$ cat config.mk
export PLATFORM = sky130hd
export DESIGN_NAME = dataOutputSync
export DESIGN_NICKNAME = d
export VERILOG_FILES = /design/src/verilog/dataOutputPkg.sv /design/src/verilog/burstSequencer.sv /design/src/verilog/dqOutputPipeline.sv /design/src/verilog/dataOutputSync.sv
export SDC_FILE = /design/constraint.sdc
export NUM_CORES = 1
export LEC_CHECK = 0
export BUFFER_PORTS_ARGS = -buffer_cell sky130_fd_sc_hd__buf_2
export CELL_PAD_IN_SITES_DETAIL_PLACEMENT = 1
export CELL_PAD_IN_SITES_GLOBAL_PLACEMENT = 2
export CORE_MARGIN = 10
export CORE_UTILIZATION = 39
export DETAILED_ROUTE_END_ITERATION = 7
export GPL_ROUTABILITY_DRIVEN = 0
export PLACE_DENSITY = 0.88
export SLEW_MARGIN = 20
export SYNTH_ARGS = -nofsm -noshare
export SYNTH_HDL_FRONTEND = slang
export SYNTH_SLANG_ARGS = --single-unit
$ cat constraint.sdc
create_clock -name iSystemClock -period 4.7 [get_ports iSystemClock]
set_clock_uncertainty 0.2 [all_clocks]
set_input_delay 0.94 -clock iSystemClock [delete_from_list [all_inputs] [get_ports iSystemClock]]
set_output_delay 0.94 -clock iSystemClock [all_outputs]
set_load 0.005 [all_outputs]
$ cat src/verilog/dataOutputPkg.sv
package dataOutputPkg;

    // write beat and DQ bus width
    localparam int DataWidth = 16;

    // bytes added to the byte count per accepted beat
    localparam int BytesPerBeat = 2;

    // chip-enable copies and the width of each pin-control field
    localparam int ChannelCount = 2;

    localparam int ByteCountWidth = 16; // byte count and byte counter

    // sequencer states
    typedef enum logic [2:0] {
        Idle,
        Latch,       // command captured, way selected
        WaitDqss,    // tDQSS setup
        Transfer,    // write ready high
        AwaitBeat,   // waiting on the source
        Postamble    // tWPST before last step
    } burstState_t;

    // one DQ bus word with its strobe pair
    typedef struct packed {
        logic [DataWidth/8-1:0] strobe;
        logic [DataWidth-1:0]   dq;
    } dqWord_t;

    // NAND pin controls with one bit per channel
    typedef struct packed {
        logic [ChannelCount-1:0] writeEnable;
        logic [ChannelCount-1:0] addressLatchEnable;
        logic [ChannelCount-1:0] commandLatchEnable;
    } nandPinCtrl_t;

endpackage

$ cat src/verilog/burstSequencer.sv
`timescale 1ns/1ps

module burstSequencer #(
    parameter int NumberOfWays = 4,
    parameter int TdqssCycles  = 3,
    parameter int TwpstCycles  = 6
) (
    input  logic                                                iSystemClock,
    input  logic                                                iReset,
    input  logic                                                iStart,
    input  logic [NumberOfWays-1:0]                             iTargetWay,
    input  logic [dataOutputPkg::ByteCountWidth-1:0]            iNumOfData,
    input  logic [dataOutputPkg::DataWidth-1:0]                 iWriteData,
    input  logic                                                iWriteValid,
    output logic                                                oReady,
    output logic                                                oLastStep,
    output logic                                                oWriteReady,
    output logic                                                beatAccept,
    output logic [dataOutputPkg::DataWidth-1:0]                 beatData,
    output logic [dataOutputPkg::ChannelCount*NumberOfWays-1:0] oChipEnable,
    output dataOutputPkg::nandPinCtrl_t                         oPinCtrl
);
    import dataOutputPkg::*;

    localparam int LongestWait = (TdqssCycles > TwpstCycles) ? TdqssCycles : TwpstCycles;
    // counter reaches TwpstCycles+1 while last step is high
    localparam int TimerWidth  = $clog2(LongestWait + 2);

    burstState_t               state;
    burstState_t               nextState;

    logic [ByteCountWidth-1:0] numOfData;
    logic [ByteCountWidth-1:0] byteCount;
    logic [ByteCountWidth:0]   nextByteCount;
    logic [TimerWidth-1:0]     timeCounter;

    logic                      startCommand;
    logic                      finalBeat;
    logic                      dqssDone;
    logic                      wpstDone;
    logic                      timedState;

    assign startCommand = iStart & oReady; // start ignored while busy
    assign beatAccept   = iWriteValid & oWriteReady;
    assign beatData     = iWriteData;

    // one extra bit so the last increment cannot wrap
    assign nextByteCount = {1'b0, byteCount} + (ByteCountWidth + 1)'(BytesPerBeat);
    assign finalBeat     = nextByteCount >= {1'b0, numOfData};

    assign dqssDone   = timeCounter == TimerWidth'(TdqssCycles - 1);
    assign wpstDone   = timeCounter == TimerWidth'(TwpstCycles);
    assign timedState = (state == WaitDqss) || (state == Postamble);

    always_ff @(posedge iSystemClock or posedge iReset) begin
        if (iReset) begin
            state <= Idle;
        end else begin
            state <= nextState;
        end
    end

    always_comb begin
        nextState = state;
        case (state)
            Idle: begin
                if (startCommand) begin
                    nextState = Latch;
                end
            end
            Latch: begin
                nextState = WaitDqss;
            end
            WaitDqss: begin
                if (dqssDone) begin
                    nextState = AwaitBeat;
                end
            end
            AwaitBeat: begin
                if (iWriteValid) begin
                    nextState = Transfer;
                end
            end
            Transfer: begin
                if (!beatAccept) begin
                    nextState = AwaitBeat; // source went quiet
                end else if (finalBeat) begin
                    nextState = Postamble;
                end
            end
            Postamble: begin
                if (oLastStep) begin
                    nextState = Idle;
                end
            end
            default: begin
                nextState = Idle;
            end
        endcase
    end

    // shared by tDQSS and tWPST and cleared on every state change
    always_ff @(posedge iSystemClock or posedge iReset) begin
        if (iReset) begin
            timeCounter <= '0;
        end else if (timedState && (nextState == state)) begin
            timeCounter <= timeCounter + 1'b1;
        end else begin
            timeCounter <= '0;
        end
    end

    always_ff @(posedge iSystemClock or posedge iReset) begin
        if (iReset) begin
            byteCount <= '0;
        end else if (startCommand) begin
            byteCount <= '0;
        end else if (beatAccept) begin
            byteCount <= nextByteCount[ByteCountWidth-1:0];
        end
    end

    // total taken on the start edge and held for the whole command
    always_ff @(posedge iSystemClock) begin
        if (startCommand) begin
            numOfData <= iNumOfData;
        end
    end

    always_ff @(posedge iSystemClock or posedge iReset) begin
        if (iReset) begin
            oReady      <= 1'b0;
            oWriteReady <= 1'b0;
            oLastStep   <= 1'b0;
        end else begin
            oReady      <= nextState == Idle;
            oWriteReady <= nextState == Transfer; // stays up while valid stays up
            oLastStep   <= (state == Postamble) && wpstDone;
        end
    end

    always_ff @(posedge iSystemClock or posedge iReset) begin
        if (iReset) begin
            oChipEnable <= '0;
        end else if (startCommand) begin
            oChipEnable <= {ChannelCount{iTargetWay}}; // same way on both channels
        end else if (nextState == Idle) begin
            oChipEnable <= '0;
        end
    end

    always_ff @(posedge iSystemClock or posedge iReset) begin
        if (iReset) begin
            oPinCtrl <= '0;
        end else begin
            oPinCtrl.writeEnable        <= ChannelCount'(1);
            // latch enables mark the cycle after each accepted beat
            oPinCtrl.addressLatchEnable <= {ChannelCount{beatAccept}};
            oPinCtrl.commandLatchEnable <= {ChannelCount{beatAccept}};
        end
    end

endmodule

$ cat src/verilog/dqOutputPipeline.sv
`timescale 1ns/1ps

module dqOutputPipeline #(
    parameter int OutputDelay = 2
) (
    input  logic                                iSystemClock,
    input  logic                                iReset,
    input  logic                                beatAccept,
    input  logic [dataOutputPkg::DataWidth-1:0] beatData,
    output dataOutputPkg::dqWord_t              oDqWord
);
    import dataOutputPkg::*;

    localparam int HalfWidth = DataWidth / 2;

    dqWord_t formattedWord;

    // stage 0 is the format register and the rest make up the output delay
    dqWord_t delayLine [0:OutputDelay];

    // byte swap with the strobe pair only on accepted beats
    always_comb begin
        formattedWord = '0;
        if (beatAccept) begin
            formattedWord.strobe = '1;
            formattedWord.dq     = {beatData[HalfWidth-1:0], beatData[DataWidth-1:HalfWidth]};
        end
    end

    always_ff @(posedge iSystemClock or posedge iReset) begin
        if (iReset) begin
            for (int i = 0; i <= OutputDelay; i++) begin
                delayLine[i] <= '0;
            end
        end else begin
            delayLine[0] <= formattedWord;
            for (int i = 1; i <= OutputDelay; i++) begin
                delayLine[i] <= delayLine[i-1]; // idle cycles shift zeros
            end
        end
    end

    assign oDqWord = delayLine[OutputDelay];

endmodule

$ cat src/verilog/dataOutputSync.sv
`timescale 1ns/1ps

module dataOutputSync #(
    parameter int NumberOfWays = 4,
    parameter int TdqssCycles  = 3,
    parameter int TwpstCycles  = 6,
    parameter int OutputDelay  = 2
) (
    input  logic                                                iSystemClock,
    input  logic                                                iReset,
    input  logic                                                iStart,
    input  logic [NumberOfWays-1:0]                             iTargetWay,
    input  logic [dataOutputPkg::ByteCountWidth-1:0]            iNumOfData,
    input  logic [dataOutputPkg::DataWidth-1:0]                 iWriteData,
    input  logic                                                iWriteValid,
    output logic                                                oReady,
    output logic                                                oLastStep,
    output logic                                                oWriteReady,
    output dataOutputPkg::dqWord_t                              oDqWord,
    output logic [dataOutputPkg::ChannelCount*NumberOfWays-1:0] oChipEnable,
    output dataOutputPkg::nandPinCtrl_t                         oPinCtrl
);
    import dataOutputPkg::*;

    logic                 beatAccept;
    logic [DataWidth-1:0] beatData;   // beat taken on the beatAccept edge

    burstSequencer #(
        .NumberOfWays (NumberOfWays),
        .TdqssCycles  (TdqssCycles),
        .TwpstCycles  (TwpstCycles)
    ) sequencer (
        .iSystemClock (iSystemClock),
        .iReset       (iReset),
        .iStart       (iStart),
        .iTargetWay   (iTargetWay),
        .iNumOfData   (iNumOfData),
        .iWriteData   (iWriteData),
        .iWriteValid  (iWriteValid),
        .oReady       (oReady),
        .oLastStep    (oLastStep),
        .oWriteReady  (oWriteReady),
        .beatAccept   (beatAccept),
        .beatData     (beatData),
        .oChipEnable  (oChipEnable),
        .oPinCtrl     (oPinCtrl)
    );

    // OutputDelay+1 cycles from acceptance to the DQ pins
    dqOutputPipeline #(
        .OutputDelay  (OutputDelay)
    ) pipeline (
        .iSystemClock (iSystemClock),
        .iReset       (iReset),
        .beatAccept   (beatAccept),
        .beatData     (beatData),
        .oDqWord      (oDqWord)
    );

endmodule

==> results.py, run 1 <==
metrics = {
    "worst_setup_path": {
        "cp_slowest_cell": "dfrtp_1",
        "end_kind": "flop",
        "r2r_cells": 11,
        "timing.critical_path.buf_inv": 0,
        "crit_family": "compound AO/OA/AOI/OAI gates",
        "critPathMaxFanout": 8,
        "required_ns": 4.76,
        "r2r_setup_slack_ns": 1.46,
        "crit_chain": "ha_1 -> nand3_1 -> nor2_1 -> nand3_1 -> xnor2_1 -> ha_1 -> a21o_1 -> a211o_1 -> a221oi_2 -> a31oi_1 -> a211o_1",
        "crit_arrival_ns": 3.30,
        "worstSetupPathDepth": 11,
        "critPathMaxStageDelay_ns": 0.44,
        "worst-setup-path-type": "flop to flop",
        "cp-start-kind": "flop",
    },
    "clocking": {
        "clock-sinks": 96,
        "root_buffer": "clkbuf_8",
        "ctsResizeCount": 0,
        "cts_setup_buffers": 0,
        "tritoncts": "done",
        "clk_path_buf_depth": 2,
        "cts_buffers": 9,
        "ctsHoldBuffers": 0,
        "cts.clk_slew.worst_paths_ns": 0.10,
        "clock_latency_ns": 0.37,
        "cts.htree.levels": 3,
    },
    "synth": {
        "synth_area_mm2": 0.004086,
        "synth_fp_nets": 395,
        "synthCells": 337,
        "synth_top_area_share_pct": 48.99,
        "syn_area_per_cell_um2": 12.13,
        "synth_area_leaders": "dfrtp_1, edfxtp_1, ha_1",
        "synth_cell_types": 42,
        "ys.warnings.count": 0,
        "synth-seq-area-share_pct": 60.75,
        "ys_ff_latch": 96,
        "synth_area_leader_cell": "dfrtp_1",
    },
    "sta": {
        "rsz0062_at_grt": "false",
        "min_period_ns": 3.241,
        "slew_headroom_pct": 55.46,
        "fin_tns_setup_ns": 0,
        "tightest_slew_ns": 0.6673,
        "fmax_ghz": 0.3086,
        "hold_ws_ns": 0.1497,
        "hold_viol_final": 0,
        "post-route-period-util_pct": 68.95,
        "setup_violations": 0,
        "maxSlewViolCount": 0,
    },
    "power": {
        "p_int_mw": 1.325,
        "p_clk_share_pct": 27.4,
        "peakVddDrop_v": 0.0001574,
        "combPwrFrac_pct": 18.6,
        "swShare_pct": 30.49,
        "leakagePower_nw": 2.418,
        "switching_power_mw": 0.5810,
        "p_seq_share_pct": 54.0,
        "power.density_mw_per_mm2": 418.8,
    },
    "global_routing": {
        "antenna_found_initial": 0,
        "grt_max_degree": 42,
        "grt_use_total_pct": 11.60,
        "grt_pass1_vias": 2653,
        "grt_pass1_wl_mm": 13.63,
        "grt-ovfl-total": 0,
    },
    "flow_run": {
        "cap_violations": 0,
    },
    "routing": {
        "drt-initial-drc-count": 118,
        "viasPerCell": 4.794,
        "drt-met1-wl_mm": 3.466,
        "met3_length_um": 449,
        "num_vias": 2517,
        "drc": 0,
        "wl_met2_mm": 4.379,
        "first_pass_iters": 4,
        "ant_nets": 0,
        "highest_layer": "met4",
        "wl_mm": 8.404,
        "wire_per_inst_um": 16.01,
    },
    "cells_and_area": {
        "final_cell_mix": "dfrtp_1, buf_2, nor2_1",
        "n_antenna_cell": 0,
        "fillers": 1157,
        "area_delta_synth_final_pct": 11.36,
        "drive_gt1_share_pct": 25.45,
        "layout_commonest_cell": "dfrtp_1",
        "nets": 442,
    },
    "floorplan": {
        "dieArea_mm2": 0.01497,
        "core_area_mm2": 0.01028,
        "die_x_um": 122.4,
        "ios": 75,
        "num_rows": 37,
        "dieHeight_um": 122.4,
        "start_util_pct": 39.76,
    },
    "placed_design": {
        "io_buffers": 73,
        "hpwlAfterDp_mm": 6.265,
    },
    "run_status": {
        "status": "completed",
    },
    "worst_hold_path": {
        "hp-class": "flop to flop",
        "hold_depth": 0,
    },
}
[synthesized netlist by cell type]
cell / number
and4_1: 1
or3_1: 2
ha_1: 18
dlymetal6s2s_1: 1
edfxtp_1: 16
nor2b_1: 2
nand3b_1: 3
dfrtp_1: 80
or3_2: 1
nor2_1: 26
o41ai_1: 1
and2_1: 1
mux2_2: 1
a21o_1: 2
xor2_1: 10
a31oi_1: 1
nand4_1: 8
nand4b_1: 1
a221oi_2: 1
nand3_1: 8
a22o_1: 5
o21ai_0: 8
nor3_4: 2
o21bai_1: 1
inv_1: 23
clkbuf_2: 1
xnor2_1: 16
buf_2: 1
a211o_1: 2
buf_6: 3
buf_4: 27
conb_1: 2
a21oi_1: 8
and3_1: 20
nor3_1: 3
nand2_2: 1
clkbuf_1: 6
a211oi_1: 2
nand3_2: 1
mux2i_1: 1
o22a_1: 3
nand2_1: 17
[final cells by class]
class / instances / area (µm²) / share of cell area (%)
Clock buffer: 10 / 137.6 / 3.024
Multi-Input combinational cell: 179 / 1236 / 27.17
Tap cell: 136 / 170.2 / 3.739
Timing Repair Buffer: 75 / 380.4 / 8.359
Inverter: 23 / 87.58 / 1.925
Sequential cell: 96 / 2482 / 54.55
Clock inverter: 6 / 56.30 / 1.237
[path summary, 6_finish.rpt]
check                                              startpoint                             endpoint
max                        sequencer.byteCount[1]$_DFFE_PP0P_         sequencer.state[2]$_DFF_PP0_
min                          pipeline.delayLine[30]$_DFF_PP0_       pipeline.oDqWord[12]$_DFF_PP0_
max reg2reg                sequencer.byteCount[1]$_DFFE_PP0P_         sequencer.state[2]$_DFF_PP0_
min reg2reg                  pipeline.delayLine[30]$_DFF_PP0_       pipeline.oDqWord[12]$_DFF_PP0_
max in group asynchronous                              iReset  sequencer.byteCount[10]$_DFFE_PP0P_
min in group asynchronous                              iReset     pipeline.delayLine[50]$_DFF_PP0_
[sequential cells by signal, indices dropped and copies added, names as in the netlist]
name,cells
sequencer.oLastStep,1
sequencer.oReady,1
sequencer.oChipEnable,4
sequencer.oWriteReady,1
sequencer.timeCounter,3
sequencer.byteCount,15
pipeline.delayLine,34
sequencer.state,3
sequencer.numOfData,16
pipeline.oDqWord,17
sequencer.oPinCtrl,1
[stage by stage]
step / total power, mW / instances / area [µm²] / worst slack [ns] / util, %
floorplan: 1.303 / 337 / 4086 / 1.508 / -
global placement: 1.385 / 509 / 4357 / 1.643 / 42.39
detailed placement: 1.412 / 509 / 4357 / 1.490 / 42.39
CTS: 1.941 / 525 / 4551 / 1.462 / 44.28
global route: 2.031 / 525 / 4551 / 1.209 / 44.28
finish: 1.906 / 525 / 4551 / 1.459 / 44.28
[routing by layer]
metal  vias to the layer above  GRT usage, %
met5                         -             0
met4                         0         5.155
met3                         9         3.168
met2                        53         19.72
met1                      1253         13.44
li1                       1202             -
[logic make-up after synthesis]
| family | Yosys count | synth area share [%] |
|---|---|---|
| buffers and inverters | 62 | 9.001 |
| xor gates and xnor gates | 26 | 5.572 |
| DFF | 96 | 60.75 |
| adders and majority gates | 18 | 5.511 |
| muxes | 2 | 0.5205 |
| AOI/OAI and AO/OA | 34 | 5.756 |
| other | 2 | 0.1838 |
| and+or+nand+nor | 97 | 12.71 |
[worst reg2reg max path: cells and delay by family, from the launching register on]
family | cells | cell delay, ns
AO/OA/AOI/OAI | 5 | 1.09
flip-flops | 1 | 0.44
XOR/XNOR | 1 | 0.17
AND/OR/NAND/NOR | 3 | 0.78
adder cells (fa/ha/maj) | 2 | 0.44
[power by group through the flow]
| stage | Clock, mW | Combinational [mW] | Sequential [mW] |
|---|---|---|---|
| floorplan | 0 | 0.292 | 1.01 |
| global placement | 0 | 0.346 | 1.04 |
| detailed placement | 0 | 0.364 | 1.05 |
| CTS | 0.545 | 0.364 | 1.03 |
| global route | 0.579 | 0.405 | 1.05 |
| finish | 0.522 | 0.354 | 1.03 |
No activity file was read; power rests on OpenSTA's default activity.
==> run 2, diff against run 1 <==
--- a/config.mk
+++ b/config.mk
@@ -9,10 +9,10 @@
 export CELL_PAD_IN_SITES_DETAIL_PLACEMENT = 1
 export CELL_PAD_IN_SITES_GLOBAL_PLACEMENT = 2
 export CORE_MARGIN = 10
-export CORE_UTILIZATION = 39
+export CORE_UTILIZATION = 33
 export DETAILED_ROUTE_END_ITERATION = 7
 export GPL_ROUTABILITY_DRIVEN = 0
-export PLACE_DENSITY = 0.88
+export PLACE_DENSITY = 0.8
 export SLEW_MARGIN = 20
 export SYNTH_ARGS = -nofsm -noshare
 export SYNTH_HDL_FRONTEND = slang
==> constraint.sdc (replaced) <==
create_clock -name iSystemClock -period 2.95 [get_ports iSystemClock]
set_clock_uncertainty 0.2 [all_clocks]
set_input_delay 0.59 -clock iSystemClock [delete_from_list [all_inputs] [get_ports iSystemClock]]
set_output_delay 0.59 -clock iSystemClock [all_outputs]
set_load 0.005 [all_outputs]
==> results.py, run 2 (synthesis results as in run 1) <==
metrics = {
    "run_status": {
        "status": "completed",
    },
    "sta": {
        "setup_violations": 0,
        "fmax_ghz": 0.3616,
        "tightest_slew_ns": 0.5115,
        "hold_viol_final": 0,
        "slew_headroom_pct": 65.70,
        "post-route-period-util_pct": 93.74,
        "maxSlewViolCount": 0,
        "hold_ws_ns": 0.04312,
        "min_period_ns": 2.765,
        "fin_tns_setup_ns": 0,
        "rsz0062_at_grt": "false",
    },
    "clocking": {
        "clk_path_buf_depth": 2,
        "clock-sinks": 96,
        "ctsHoldBuffers": 0,
        "clock_latency_ns": 0.34,
        "cts.htree.levels": 3,
        "tritoncts": "done",
        "cts.clk_slew.worst_paths_ns": 0.07,
        "cts_buffers": 9,
        "root_buffer": "clkbuf_16",
    },
    "floorplan": {
        "core_area_mm2": 0.01206,
        "die_x_um": 131.3,
        "dieHeight_um": 131.3,
        "dieArea_mm2": 0.01723,
        "num_rows": 40,
        "start_util_pct": 33.88,
        "ios": 75,
    },
    "routing": {
        "ant_nets": 0,
        "drt-initial-drc-count": 106,
        "num_vias": 2589,
        "viasPerCell": 4.503,
        "wire_per_inst_um": 15.43,
        "wl_mm": 8.874,
        "first_pass_iters": 4,
        "drc": 0,
    },
    "cells_and_area": {
        "multi_input_area_mm2": 0.001270,
        "area_delta_synth_final_pct": 19.23,
        "final_cell_mix": "dfrtp_1, buf_2, nor2_1",
        "largest-register": "pipeline.delayLine",
        "n_antenna_cell": 0,
        "fillers": 1326,
        "layout_commonest_cell": "dfrtp_1",
        "register_area_mm2": 0.002485,
        "drive_gt1_share_pct": 30.47,
        "largest_reg_flops": 34,
        "nets": 460,
    },
    "worst_setup_path": {
        "cp_slowest_cell": "dfrtp_1",
        "cp-start-kind": "flop",
        "required_ns": 2.98,
        "timing.critical_path.buf_inv": 1,
        "critPathMaxFanout": 7,
        "crit_family": "compound AO/OA/AOI/OAI gates",
        "worst-setup-path-type": "flop to flop",
        "cpMostUsedCell": "a211o_1",
        "critPathMaxStageDelay_ns": 0.42,
        "crit_chain": "ha_2 -> nand3_1 -> nor2_1 -> buf_4 -> nand3_2 -> xnor2_1 -> ha_1 -> a21o_1 -> a211o_1 -> a221oi_2 -> a31oi_1 -> a211o_1",
        "end_kind": "flop",
        "crit_arrival_ns": 2.79,
    },
    "global_routing": {
        "grt-ovfl-total": 0,
        "grt_pass1_vias": 2880,
        "grt_pass1_wl_mm": 14.69,
        "grt_max_degree": 36,
        "antenna_found_initial": 0,
        "grt_use_total_pct": 10.58,
    },
    "placed_design": {
        "hpwlAfterDp_mm": 6.491,
        "io_buffers": 73,
    },
    "worst_hold_path": {
        "hp-class": "input port to async pin",
    },
    "power": {
        "peakVddDrop_v": 0.0002996,
        "leakagePower_nw": 2.580,
        "power.density_mw_per_mm2": 700.5,
    },
    "flow_run": {
        "cap_violations": 0,
    },
}
## run 2: power by group
part,switching (mW),internal (mW)
clock network,0.501,0.687
logic,0.343,0.260
registers,0.105,1.52
total,0.949,2.46
## run 2: layout make-up
class	count	share of cell area [%]
tap	168	4.314
sequential	96	51.00
clock inverter	5	1.258
multi-input combinational	179	26.07
timing repair buffer	93	10.58
clock buffer	11	4.982
inverter	23	1.798
## run 2: stage by stage
stage	cells	area [µm²]	power [mW]	worst slack [ns]	utilization, %
final	575	4872	3.413	0.1847	40.39
after detailed placement	558	4524	2.263	0.04864	37.51
after global placement	558	4524	2.227	0.08105	37.51
after floorplan	337	4086	2.076	0.1003	-
after global routing	575	4872	3.621	0.01230	40.39
after CTS	574	4828	3.469	0.02388	40.03
## run 2: worst paths after layout
kind / depth (start not counted) / end / startpoint / slack, ns
max: 12 / sequencer.state[2]$_DFF_PP0_ / sequencer.byteCount[1]$_DFFE_PP0P_ / 0.18
min reg2reg: 0 / pipeline.delayLine[30]$_DFF_PP0_ / pipeline.delayLine[48]$_DFF_PP0_ / 0.15
min: 2 / pipeline.oDqWord[5]$_DFF_PP0_ / iReset / 0.04
max reg2reg: 12 / sequencer.state[2]$_DFF_PP0_ / sequencer.byteCount[1]$_DFFE_PP0P_ / 0.18
min in group iSystemClock: 0 / pipeline.delayLine[30]$_DFF_PP0_ / pipeline.delayLine[48]$_DFF_PP0_ / 0.15
max in group asynchronous: 3 / sequencer.byteCount[11]$_DFFE_PP0P_ / iReset / 1.77
## run 2: per-layer routing
| layer | vias up | routed length (µm) | global-route usage [%] |
|---|---|---|---|
| li1 | 1238 | - | - |
| met1 | 1292 | 3763 | 11.79 |
| met2 | 45 | 4576 | 18.23 |
| met3 | 14 | 317 | 2.706 |
| met4 | 0 | 216 | 5.439 |
| met5 | - | 0 | 0 |
## run 2: worst reg2reg max path, stage by stage (launching register included)
cell,delay (ns)
dfrtp_1,0.42
ha_2,0.21
nand3_1,0.10
nor2_1,0.11
buf_4,0.17
nand3_2,0.09
xnor2_1,0.14
ha_1,0.18
a21o_1,0.18
a211o_1,0.30
a221oi_2,0.21
a31oi_1,0.12
a211o_1,0.24
## run 2: timing repair
item                                    in CTS  in global routing
setup buffers                                0                  1
gates resized for setup                      0                  9
endpoints found under the setup margin       0                  3
